`src/hdl/sort_pkg.sv`:
```
`default_nettype none

package sort_pkg;

    localparam int lane_count = 8;
    localparam int lane_idx_width = 3;
    localparam int key_width = 16;
    localparam int data_width = 32;
    localparam int fifo_depth = 16;
    localparam int fifo_ptr_width = 4;

    typedef struct packed {
        logic                  valid;
        logic [key_width-1:0]  key;
        logic [data_width-1:0] data;
    } lane_item_t;

    // lane 0 is the least significant element
    typedef lane_item_t [lane_count-1:0] lane_vec_t;

    // invalid items rank below every valid item
    function automatic logic item_before(lane_item_t a, lane_item_t b);
        if (!a.valid) begin
            return 1'b1;
        end
        return b.valid && (a.key <= b.key);
    endfunction

endpackage

`default_nettype wire
```
`src/hdl/lane_fifo.sv`:
```
`timescale 1ns/1ps
`default_nettype none

module lane_fifo (
    input  logic                 clk,
    input  logic                 rst,
    input  sort_pkg::lane_item_t wr_item,
    input  logic                 pop,
    output sort_pkg::lane_item_t head,
    output logic                 empty
);

    import sort_pkg::*;

    lane_item_t mem [fifo_depth];

    logic [fifo_ptr_width-1:0] rd_ptr;
    logic [fifo_ptr_width-1:0] wr_ptr;
    logic [fifo_ptr_width:0]   count;
    logic                      full;
    logic                      do_write;
    logic                      do_read;

    assign empty = count == '0;
    assign full = count == (fifo_ptr_width + 1)'(fifo_depth);
    assign do_write = wr_item.valid && !full;
    assign do_read = pop && !empty;

    // fall-through head
    assign head = mem[rd_ptr];

    always_ff @(posedge clk) begin
        if (do_write) begin
            mem[wr_ptr] <= wr_item;
        end
    end

    always_ff @(posedge clk) begin
        if (rst) begin
            rd_ptr <= '0;
            wr_ptr <= '0;
            count <= '0;
        end else begin
            if (do_write) begin
                wr_ptr <= wr_ptr + 1'b1;
            end
            if (do_read) begin
                rd_ptr <= rd_ptr + 1'b1;
            end
            case ({do_write, do_read})
                2'b10: count <= count + 1'b1;
                2'b01: count <= count - 1'b1;
                default: count <= count;
            endcase
        end
    end

endmodule

`default_nettype wire

```
`config.mk`:
```
export PLATFORM = sky130hd
export DESIGN_NAME = lane_fifo
export DESIGN_NICKNAME = d
export VERILOG_FILES = /design/src/hdl/sort_pkg.sv /design/src/hdl/lane_fifo.sv
export SDC_FILE = /design/constraint.sdc
export NUM_CORES = 1
export LEC_CHECK = 0
export ABC_CLOCK_PERIOD_IN_PS = 11500
export BUFFER_PORTS_ARGS = -buffer_cell sky130_fd_sc_hd__buf_2
export CORE_MARGIN = 5
export CORE_UTILIZATION = 25
export DETAILED_ROUTE_END_ITERATION = 16
export PLACE_DENSITY = 0.48
export SLEW_MARGIN = 0
export SYNTH_ARGS = -nofsm -noshare
export SYNTH_HDL_FRONTEND = slang
export SYNTH_SLANG_ARGS = --single-unit
```
`constraint.sdc`:
```
create_clock -name clk -period 11.5 [get_ports clk]
set_clock_uncertainty 0.1 [all_clocks]
set_input_delay 2.875 -clock clk [delete_from_list [all_inputs] [get_ports clk]]
set_output_delay 2.875 -clock clk [all_outputs]
set_load 0.03 [all_outputs]
```
After elaboration in Yosys (flattened, before gate mapping)
Memories as Yosys holds them, arrays and structs flattened. A register that Yosys moved wholly into a read port is not among the register bits.
Index checks and enable logic that the tools add are counted.

cells by class
  mux-type cells = 5
  reductions and logical operators = 6
  $add $sub $neg = 4
  eq/ne operators = 3

operator list
  kind                                                                    number
  5-bit one-hot mux with 2 select lines                                   1
  4-bit by 1-bit adder with 4-bit output (second input constant)          2
  4-bit two-way mux                                                       2
  5-bit by 1-bit adder with 5-bit output (second input constant)          1
  5-bit equality test (second input constant)                             1
  5-bit logical NOT                                                       1
  5-bit by 1-bit subtractor with 5-bit output (second input constant)     1
  2-bit by 1-bit equality test with 1-bit output (second input constant)  1
  2-bit equality test (second input constant)                             1
  1-bit logical AND                                                       2
  1-bit logical NOT                                                       2
  1-bit two-way mux                                                       2
  2-bit nonzero test                                                      1

storage, ports and cells
  memory bits (writable) = 784
  output and inout bits = 50
  bits of input ports = 52
  register bits after elaboration = 13
  logic and storage cells = 22
  memories = 1

memories
  memory  words  bits a word  rd ports  clocked after Yosys merged registers in  wr ports  line             source
  mem     16     49           1         1                                        1         lane_fifo.sv:15  lane_item_t mem [fifo_depth];

Depth between registers and ports, before layout
Gate-level depths: netlist (run 1).

  depth in word-level cells = 5
  mapped depth = 13
  mapped depth without buffers = 10

Least setup slack after synthesis (run 1)
Ideal clock, no wire load.

  kind = in2reg
  from = in wr_item[48] in the netlist's numbering
  to = mem mem[0][0] in the netlist's numbering (enable)
  path buffers = 0
  setup slack = 4.422 ns
  stages = 3
  data required time = 10.884 ns
  library setup time = 0.516 ns
  arrival time = 6.461 ns
  path through = o21a_4 > nand2_1 > nor3_1

between the ends
  longest elaborated chain between the ends = 3

ends and longest elaborated chain
  item                                     line             source
  from (decl)                              lane_fifo.sv:7   input sort_pkg::lane_item_t wr_item,
  1-bit logical AND                        lane_fifo.sv:26  assign do_write = wr_item.valid && !full;
  1-bit two-way mux                        lane_fifo.sv:33  if (do_write) begin
  1-bit two-way mux (implied by the code)  lane_fifo.sv:34  mem[wr_ptr] <= wr_item;
  to (decl)                                lane_fifo.sv:15

No other way between the ends.

==> summary.txt, run 1 <==
Status
  • Status: complete, no violations

STA
  • Min Hold Slack: 446 ps
  • Endpoints failing setup: 0
  • RSZ-0062 raised after global routing: false
  • Measured slew at the worst slew-check pin: about 1200 ps
  • Final period utilization: between 50% and 60%
  • Slew Limit Fails: 0
  • Final hold vios: 0
  • Max transition margin: 22.0%
  • Setup TNS: 0 ps
  • Crit path time final: just under 7000 ps
  • Fmax: 149 MHz

Synthesis
  • Warnings, synthesis: 0
  • Synthesized flop and latch total: 801
  • Yosys cell types: 47
  • Area of the mapped netlist: 30300 sq um
  • Post-synthesis sequential area ratio: 78.8%
  • Synth async-reset ratio: 0%
  • Syn Nets: 1387
  • EDFF count, synth: 784
  • Syn Area/Cell: 22.8 sq um
  • Synth Flop Type: edfxtp_1
  • Cells after Synth: 1327

Drt
  • Vias: 14100
  • Routed len/inst: 24.5 microns
  • Post-DRT Antenna Nets: 0
  • Vias/cell: 4.47
  • Final wirelength: 77300 microns
  • 1st-iter DRT viols: 1152
  • Drt pass-1 iters: 5
  • DR DRC count: 0

Place
  • Buffers added on ports: approximately 100
  • HPWL Detailed: 37700 microns
  • Final GP Congestion: 0.678

Finish
  • NumNets Final: 1532
  • Share of post-route cells with drive strength above 1: between 30% and 40%
  • Fill cell count: between 10000 and 15000
  • Synth-to-Final Area Change: 18.1%

Die
  • Row cnt: 127
  • Die height: 358 microns
  • # IOs: 102
  • Die ar.: about 130000 sq um
  • Initial Utilization: 25.2%
  • Chip width: 358 microns
  • Core box area: 120000 sq um

Power
  • Pwr Density: about 220 nW/um^2
  • Total Power: 7.75 mW
  • Max rail drop VDD: 113 uV
  • Leakage: 11.0 nW

Worst setup path
  • Slowest Stage Delay on Critical Path: 1010 ps
  • Setup crit end kind: output port
  • Worst-path fanout max: 72
  • Arrival time worst endpoint: approximately 3800 ps
  • Slowest cell on crit path: buf_4
  • Worst-path cell chain: buf_4 > mux4_2 > a22oi_1 > nand2_1 > buf_2
  • Crit start category: flip-flop
  • CP required: 8530 ps
  • WS Path Type: reg2out

Global routing
  • GRT Total Usage: 12.1%
  • Largest net degree at the start of global routing: between 70 and 80
  • Vias in the first global route: 15700
  • Initial antenna violation count: 12
  • First-pass GRT wire length: 111000 microns
  • Total global routing overflow: 0

CTS
  • Post-CTS setup buffers: 0
  • Clock sinks: 801
  • Clock latency on the worst-skew pair: 660 ps
  • Max Buffers Root-to-Sink: 3
  • TritonCTS clock tree: yes
  • Max H-tree Level: 3
  • Root buffer cell: clkbuf_16
  • Clock slew at reported path FFs: 60 ps
  • Hold Buf Count CTS: 0
  • Cts bufs inserted: 89
  • # resized after CTS: 0

Worst hold path
  • Hold Crit Class: reg2reg

Flow run
  • Max Cap Viol: 0
## cells in the final DEF, fill, tap and decap left out, types with 3 or more instances in the layout
cell type	instances
bufinv_16	11
clkbuf_1	16
edfxtp_1	784
a22oi_1	98
diode_2	5
nor2_4	13
mux4_2	196
o21a_1	3
nor3_2	4
dfxtp_1	15
nor3_1	3
inv_1	5
nand2_1	57
mux2i_1	3
clkbuf_16	92
buf_4	28
buf_2	101
clkinv_1	21
ha_1	8
nor2_1	14
xor2_1	6
clkinvlp_4	5
clkinv_2	10
## state kept, by name, summed over array words and instances, names as in the netlist, named ones only
register  cells
count         5
mem         784
rd_ptr        4
wr_ptr        4
## cells in the mapped netlist, types with 2 or more instances
cell type	instances	area, sq um
edfxtp_1	784	23500
mux4_2	196	4410
a22oi_1	98	736
nand2_1	57	214
clkbuf_1	40	150
nor2_1	27	101
buf_2	21	105
dfxtp_1	17	340
ha_1	8	100
nor3_1	7	35.0
buf_1	6	22.5
xor2_1	6	52.6
buf_4	5	37.5
inv_1	5	18.8
nor2b_1	4	25.0
buf_6	3	33.8
mux2i_1	3	30.0
o21a_1	3	22.5
a21o_1	2	15.0
and2_1	2	12.5
and3_1	2	12.5
nand2b_1	2	12.5
nand3_1	2	10.0
nand3b_1	2	15.0
o2111ai_1	2	17.5
o211ai_2	2	25.0
## metrics by stage
| stage | std cells | area (sq um) | worst slack [ps] | utilization [%] |
|---|---|---|---|---|
| final | 3157 | 35800 | 4780 | 29.8 |
| after global routing | 3152 | 35700 | 4490 | 29.8 |
| after CTS | 3152 | 35700 | 4640 | 29.8 |
| after detailed placement | 2993 | 32800 | 5350 | 27.3 |
| after global placement | 2993 | 32800 | 5360 | 27.3 |
| after floorplan | 1327 | 30300 | 4420 | - |
## report_power, final
group	internal, mW	total [mW]	leakage (nW)	switching [mW]
sequential	3.31	3.40	7.22	0.0965
combinational	0.659	1.51	2.37	0.846
clock	1.71	2.84	1.41	1.14
total	5.67	7.75	11.0	2.08
## routing by layer
metal	vias up	part of all wire [%]	global-route usage, %
met1	7740	44	16.1
met5	-	0.062	0
met3	105	5.5	2.86
met4	8	1.8	3.14
li1	5945	-	-
met2	326	48	19.9
## final timing paths
path	startpoint	end	slack [ps]	cells after the start
worst max-delay path	flip-flop	head[37]	4780	5
worst min-delay path	rd_ptr[2]	flip-flop	450	2
worst max register to register	count[2]	mem[12][0]	8140	5
worst min register to register	rd_ptr[2]	flip-flop	450	2
## worst max-delay path: cells and delay by family (launching register included)
kind	cells	cell delay [ps]
flops	1	930
compound gates	1	230
mux	1	430
buf+inv	2	1250
simple gates	1	220
## area by class of cell
cell class | count | area, sq um | share of cell area, %
repair buffers | 129 | 716 | 2.00
clock buffers | 108 | 2360 | 6.61
multi-input cells | 445 | 6170 | 17.3
flip-flops and latches | 801 | 23900 | 66.8
clock inverters | 51 | 569 | 1.59
inverters | 6 | 22.5 | 0.0630
well taps | 1612 | 2020 | 5.64
diodes | 5 | 12.5 | 0.0350
## cells by family (layout without fill, tap and decap cells)
| group | count (synthesis) | in the layout | synth area share, % |
|---|---|---|---|
| buffers and inverters | 81 | 294 | 1.23 |
| adders and majority gates | 8 | 8 | 0.330 |
| DFF | 801 | 801 | 78.8 |
| and+or+nand+nor | 112 | 112 | 1.66 |
| AOI/OAI and AO/OA | 119 | 119 | 3.06 |
| other | 0 | 5 | 0 |
| muxes | 199 | 199 | 14.7 |
| xor gates and xnor gates | 7 | 7 | 0.202 |
(Power assumes the default switching activity.)
==> run 2: changes to the inputs <==
Settings changed: ABC_CLOCK_PERIOD_IN_PS 11500 to 6100, PLACE_DENSITY 0.48 to 0.49.
Clock period 11.5 ns to 6.1 ns, I/O delays scaled along.
==> run 2 against run 1 <==
Effect of this change: critical endpoint is now head[48]; global-route usage is 0.23 points lower; final cell count hardly changed; sequential cell count stayed put; utilization is 0.067 points higher; clock power is 78% higher.
==> summary.txt, run 2 (same netlist as run 1, synthesis figures left out) <==
Drt
  • Drt pass-1 iters: 5 (unchanged)
  • 1st-iter DRT viols: 1167 (+1.3%)
  • Final wirelength: 75900 microns (-1.8%)
  • Post-DRT Antenna Nets: 0 (unchanged)
  • Vias: 13900 (-1.3%)
  • Vias/cell: 4.41 (-1.4%)
  • Routed len/inst: 24.0 microns (-1.8%)
  • DR DRC count: 0 (unchanged)

STA
  • Slew Limit Fails: 0 (unchanged)
  • Setup TNS: 0 ps (unchanged)
  • Measured slew at the worst slew-check pin: 1200 ps (+29.7 ps)
  • Crit path time final: 4840 ps
  • Endpoints failing setup: 0 (unchanged)
  • Final period utilization: 79.3%
  • Final hold vios: 0 (unchanged)
  • RSZ-0062 raised after global routing: false
  • Fmax: just over 200 MHz
  • Max transition margin: 19.8% (-2.2 points)

Finish
  • Most common cell after layout, fill and taps aside: edfxtp_1
  • Biggest register: mem
  • Leading cell types in the layout, fill and taps excluded: 784 x edfxtp_1, 196 x mux4_2, 101 x buf_2
  • Post-Layout Cell Count: 3159 (+0.063%)
  • Share of post-route cells with drive strength above 1: 31.4% (+0.50 points)
  • NumNets Final: 1539 (+0.46%)
  • Post-route cell area: 35800 sq um (+0.22%)
  • Final Core Density: 29.8% (+0.067 points)
  • Synth-to-Final Area Change: 18.3%
  • Max reg flops: 784 (unchanged)
  • Top flop regs: mem: 784 flops, count: 5 flops
  • Fill cell count: 11700 (-0.094%)

Die
  • Die ar.: 128000 sq um (unchanged)
  • Core box area: 120000 sq um (unchanged)
  • Die height: 358 microns (unchanged)
  • Chip width: 358 microns (unchanged)
  • # IOs: 102 (unchanged)
  • Initial Utilization: 25.2% (unchanged)
  • Row cnt: 127 (unchanged)

CTS
  • Max H-tree Level: 3 (unchanged)
  • Max Buffers Root-to-Sink: 3 (unchanged)
  • Hold Buf Count CTS: 0 (unchanged)
  • Clock slew at reported path FFs: 60 ps (about the same)
  • Clock sinks: 801 (unchanged)
  • Cts bufs inserted: 82 (-7.9%)
  • # resized after CTS: 0 (unchanged)
  • Clock latency on the worst-skew pair: 620 ps (-40 ps)
  • TritonCTS clock tree: yes
  • Post-CTS setup buffers: 0 (unchanged)
  • Root buffer cell: clkbuf_16

Global routing
  • Vias in the first global route: 15200 (-3.0%)
  • GRT Total Usage: 11.8% (-0.23 points)
  • Largest net degree at the start of global routing: 83 (+14%)
  • Total global routing overflow: 0 (unchanged)
  • Initial antenna violation count: 11 (-1)
  • First-pass GRT wire length: 110000 microns (-1.6%)

Worst hold path
  • Min-delay src: rd_ptr[2]
  • Hold Crit Class: reg2reg

Power
  • Max rail drop VDD: 243 uV (+110%)
  • Leakage: 11.0 nW (+0.25%)
  • Pwr Density: 400 nW/um^2 (+84%)

Worst setup path
  • Arrival time worst endpoint: 3210 ps (-540 ps)
  • Crit start category: flip-flop
  • Worst-path fanout max: 40 (-44%)
  • R2R Path Start: count[2]
  • WS Path Type: reg2out
  • CP required: 4470 ps (-4060 ps)
  • Setup crit end kind: output port

Flow run
  • Max Cap Viol: 0 (unchanged)

Place
  • HPWL Detailed: 39300 microns (+4.2%)
  • Final GP Congestion: 0.685 (+0.96%)
  • Buffers added on ports: 101 (unchanged)
  • Cell total after placement: 3007 (+0.47%)
  • Dpl cell area: 33100 sq um (+0.89%)

Status
  • Status: complete, no violations
## run 2: changes by cell type in the layout (fill, tap and decap cells not counted), moves of 2 or more
cell / previous run / this run
buf_12: 0 / 15
clkbuf_16: 92 / 83
clkinv_1: 21 / 17
clkbuf_1: 16 / 13
clkinv_8: 0 / 3
clkinv_2: 10 / 12
clkinvlp_4: 5 / 3
inv_6: 2 / 0
## run 2: final cells by class
class | instances | area, sq um | share of cell area [%]
antenna | 6 | 15.0 | 0.0419
clock buffer | 96 | 2130 | 5.93
clock inverter | 50 | 591 | 1.65
multi-input combinational | 445 | 6170 | 17.2
inverter | 6 | 22.5 | 0.0628
sequential | 801 | 23900 | 66.7
tap | 1612 | 2020 | 5.63
timing repair buffer | 143 | 1010 | 2.81
## run 2: power breakdown
group / switching, mW / internal [mW] / leakage, nW
clock network: 2.11 / 2.94 / 1.32
logic: 1.59 / 1.30 / 2.49
registers: 0.157 / 6.23 / 7.22
## run 2: through the flow
step	setup slack [ps]	total power [mW]	hold slack, ps
floorplan	372	8.64	394
global placement	1830	9.47	429
finish	1260	14.3	440
global route	1010	15.0	485
CTS	1100	14.6	445
detailed placement	1810	9.50	426
## run 2: critical path, cell delays in order, from the launching register on
cell	delay [ps]
dfxtp_4	980
buf_12	360
mux4_2	560
a22oi_1	170
nand2_1	230
buf_2	260
## run 2: metal layers
metal	wire, microns	GRT usage, %	vias up	share of wire, %
li1	-	-	5976	-
met1	32200	15.2	7549	42
met2	38100	20.3	293	50
met3	4000	2.60	112	5.3
met4	1580	3.22	10	2.1
met5	49	0	-	0.065
## run 2: worst paths after layout
check                           cells past startpoint  slack (ps)   endpoint
worst max-delay path                                5        1260   head[48]
worst min-delay path                                2         440  rd_ptr[2]
worst max register to register                     10        3070   count[4]
worst min register to register                      2         440  rd_ptr[2]
==> run 3: changes to the inputs <==
Settings changed: ABC_AREA set to 1, ABC_CLOCK_PERIOD_IN_PS 6100 to 4500, PLACE_DENSITY 0.49 to 0.48.
Clock period 6.1 ns to 4.5 ns, I/O delays scaled along.
==> run 3 against run 2 <==
Effect of this change: sequential share of layout area is 2.5 points lower; hold slack worse by 26 ps; critical path type unchanged; via count is 30% higher; total power is 36% higher; largest power group unchanged; synthesized cell count is 65% higher; first-iteration DRC count is 9.4% higher; register-to-register slack worse by 1400 ps; final cell count is 27% higher; cell area is 3.9% higher; sequential cell count stayed put; worst setup slack worse by 720 ps; sequential power is 34% higher; largest cell class unchanged.
==> summary.txt, run 3 <==
CTS
  • # resized after CTS: 0 (unchanged)
  • Cts bufs inserted: 79 (-3.7%)
  • Max H-tree Level: 3 (unchanged)
  • Clock latency on the worst-skew pair: 630 ps (about the same)
  • Clock sinks: 801 (unchanged)
  • Post-CTS setup buffers: 0 (unchanged)
  • Clock slew at reported path FFs: 60 ps (about the same)
  • Hold Buf Count CTS: 0 (unchanged)
  • Root buffer cell: clkbuf_16
  • Max Buffers Root-to-Sink: 3 (unchanged)
  • TritonCTS clock tree: yes

Drt
  • 1st-iter DRT viols: 1277 (+9.4%)
  • Vias/cell: 4.50 (+2.0%)
  • Vias: 18100 (+30%)
  • Post-DRT Antenna Nets: 0 (unchanged)
  • Drt pass-1 iters: 5 (unchanged)
  • DR DRC count: 0 (unchanged)
  • Final wirelength: 82200 microns (+8.3%)
  • Routed len/inst: 20.4 microns (-15%)

Finish
  • Synth-to-Final Area Change: 16.4%
  • Biggest register: mem
  • Leading cell types in the layout, fill and taps excluded: 784 x edfxtp_1, 215 x inv_1, 215 x o21ai_0
  • Post-Layout Cell Count: 4025 (+27%)
  • Most common cell after layout, fill and taps aside: edfxtp_1
  • Top flop regs: mem: 784 flops, count: 5 flops
  • Share of post-route cells with drive strength above 1: 12.7% (-19 points)
  • Max reg flops: 784 (unchanged)
  • NumNets Final: 2355 (+53%)
  • Post-route cell area: 37200 sq um (+3.9%)
  • Fill cell count: 12600 (+7.7%)

Place
  • Final GP Congestion: 0.716 (+4.5%)
  • Dpl cell area: 34700 sq um (+4.9%)
  • Buffers added on ports: 101 (unchanged)
  • Cell total after placement: 3876 (+29%)
  • HPWL Detailed: 46000 microns (+17%)

Worst setup path
  • Reg2reg setup slack: 1690 ps (-1380 ps)
  • CP delay by family, top: buffers and inverters
  • Slowest Stage Delay on Critical Path: 540 ps (-440 ps)
  • Arrival time worst endpoint: 2730 ps (-480 ps)
  • CP required: 3270 ps (-1200 ps)
  • WS Path Type: reg2out
  • Worst-path fanout max: 38 (-5.0%)
  • Crit start category: flip-flop
  • Buf+Inv Stages, Crit Path: 4 (+2)
  • Setup crit end kind: output port
  • Slowest cell on crit path: dfxtp_4
  • Top cell by count, worst path: buf_12
  • Worst-path cell chain: buf_12 > buf_12 > buf_4 > mux2i_1 > o211ai_1 > nand3_1 > nand2_1 > buf_2

Synthesis
  • Warnings, synthesis: 0 (unchanged)
  • Count leader, synth: edfxtp_1
  • Synthesized flop and latch total: 801 (unchanged)
  • Top post-synthesis cells by area: edfxtp_1 74%, mux2i_1 6.1%, o211ai_1 4.6%
  • Cells after Synth: 2191 (+65%)
  • Synth Flop Type: edfxtp_1
  • Synth async-reset ratio: 0% (unchanged)
  • Synth top cells by count: 784 x edfxtp_1, 216 x inv_1, 215 x o21ai_0, 204 x a21oi_1
  • Post-synthesis sequential area ratio: 74.6% (-4.2 points)
  • Top cell type's share of synthesized area: 73.6% (-4.1 points)
  • Yosys cell types: 21 (-55%)
  • Syn Area/Cell: 14.6 sq um (-36%)
  • Synth area leader: edfxtp_1
  • EDFF count, synth: 784 (unchanged)
  • Area of the mapped netlist: 32000 sq um (+5.6%)
  • Syn Nets: 2251 (+62%)

Global routing
  • Vias in the first global route: 18000 (+18%)
  • Largest net degree at the start of global routing: 124 (+49%)
  • First-pass GRT wire length: 121000 microns (+10%)
  • Initial antenna violation count: 15 (+4)
  • GRT Total Usage: 11.9% (+0.023 points)
  • Total global routing overflow: 0 (unchanged)

STA
  • Setup TNS: 0 ps (unchanged)
  • Max transition margin: 45.5% (+26 points)
  • Measured slew at the worst slew-check pin: 816 ps (-385 ps)
  • Final period utilization: 87.9%
  • Endpoints failing setup: 0 (unchanged)
  • Crit path time final: 3950 ps
  • RSZ-0062 raised after global routing: false
  • Slew Limit Fails: 0 (unchanged)
  • Final hold vios: 0 (unchanged)
  • Fmax: 253 MHz

Power
  • Pwr Density: 524 nW/um^2 (+31%)
  • Leakage: 12.3 nW (+11%)
  • Max rail drop VDD: 329 uV (+35%)

Die
  • # IOs: 102 (unchanged)
  • Chip width: 368 microns (+2.7%)
  • Die ar.: 135000 sq um (+5.5%)
  • Row cnt: 131 (+3.1%)
  • Die height: 368 microns (+2.7%)
  • Initial Utilization: 25.1% (-0.093 points)
  • Core box area: 127000 sq um (+6.0%)

Worst hold path
  • Hold Crit Class: reg2reg

Flow run
  • Max Cap Viol: 0 (unchanged)

Status
  • Status: complete, no violations
==> run 3: layer usage <==
metal / wire length (microns) / global-route usage, % / vias to the layer above
met5: 92 / 0 / -
met4: 1640 / 3.09 / 16
met3: 4220 / 2.63 / 118
met2: 39200 / 19.5 / 412
met1: 37100 / 15.9 / 9103
li1: - / - / 8460
==> run 3: worst paths after layout <==
check	start	endpoint	cells past startpoint
worst min-delay path	rd_ptr[1]	rd_ptr[1]	2
worst max-delay path	flip-flop	head[32]	8
worst min register to register	rd_ptr[1]	rd_ptr[1]	2
worst max register to register	count[1]	mem[15][5]	7
==> run 3: kinds of logic after synthesis <==
| family | Yosys count | synth area share (%) |
|---|---|---|
| muxes | 196 | 6.13 |
| and+or+nand+nor | 170 | 2.27 |
| buffers and inverters | 359 | 4.75 |
| AOI/OAI and AO/OA | 652 | 11.7 |
| xor gates and xnor gates | 5 | 0.137 |
| DFF | 801 | 74.6 |
| adders and majority gates | 8 | 0.313 |
==> run 3: final cells by class <==
| cell class | count | area, sq um | share of cell area, % |
|---|---|---|---|
| Inverter | 219 | 828 | 2.22 |
| Tap cell | 1662 | 2080 | 5.58 |
| Multi-Input combinational cell | 1031 | 6710 | 18.0 |
| Timing Repair Buffer | 163 | 1220 | 3.28 |
| Sequential cell | 801 | 23900 | 64.2 |
| Antenna cell | 6 | 15.0 | 0.0403 |
| Clock inverter | 39 | 302 | 0.810 |
| Clock buffer | 104 | 2190 | 5.87 |
==> run 3: per-stage QoR <==
step / total power, mW / hold slack [ps] / setup slack, ps / util, %
floorplan: 11.9 / 370 / 342 / -
global placement: 13.3 / 387 / 949 / 27.3
detailed placement: 13.4 / 413 / 879 / 27.3
CTS: 19.8 / 421 / 467 / 29.2
global route: 20.5 / 454 / 338 / 29.2
finish: 19.5 / 414 / 545 / 29.2
==> run 3: worst register-to-register path, stage by stage (launching register included) <==
cell	delay (ps)
dfxtp_1	430
nor2_1	100
nand3_1	70
nand2_1	240
inv_1	230
nand2_1	280
nor2_4	720
buf_12	290
==> run 3: where the power goes <==
| group | total [mW] | leakage [nW] | switching, mW | internal, mW |
|---|---|---|---|---|
| clock network | 6.37 | 1.23 | 2.72 | 3.65 |
| registers | 8.54 | 7.22 | 0.104 | 8.43 |
| logic | 4.60 | 3.84 | 3.15 | 1.45 |
| total | 19.5 | 12.3 | 5.97 | 13.5 |
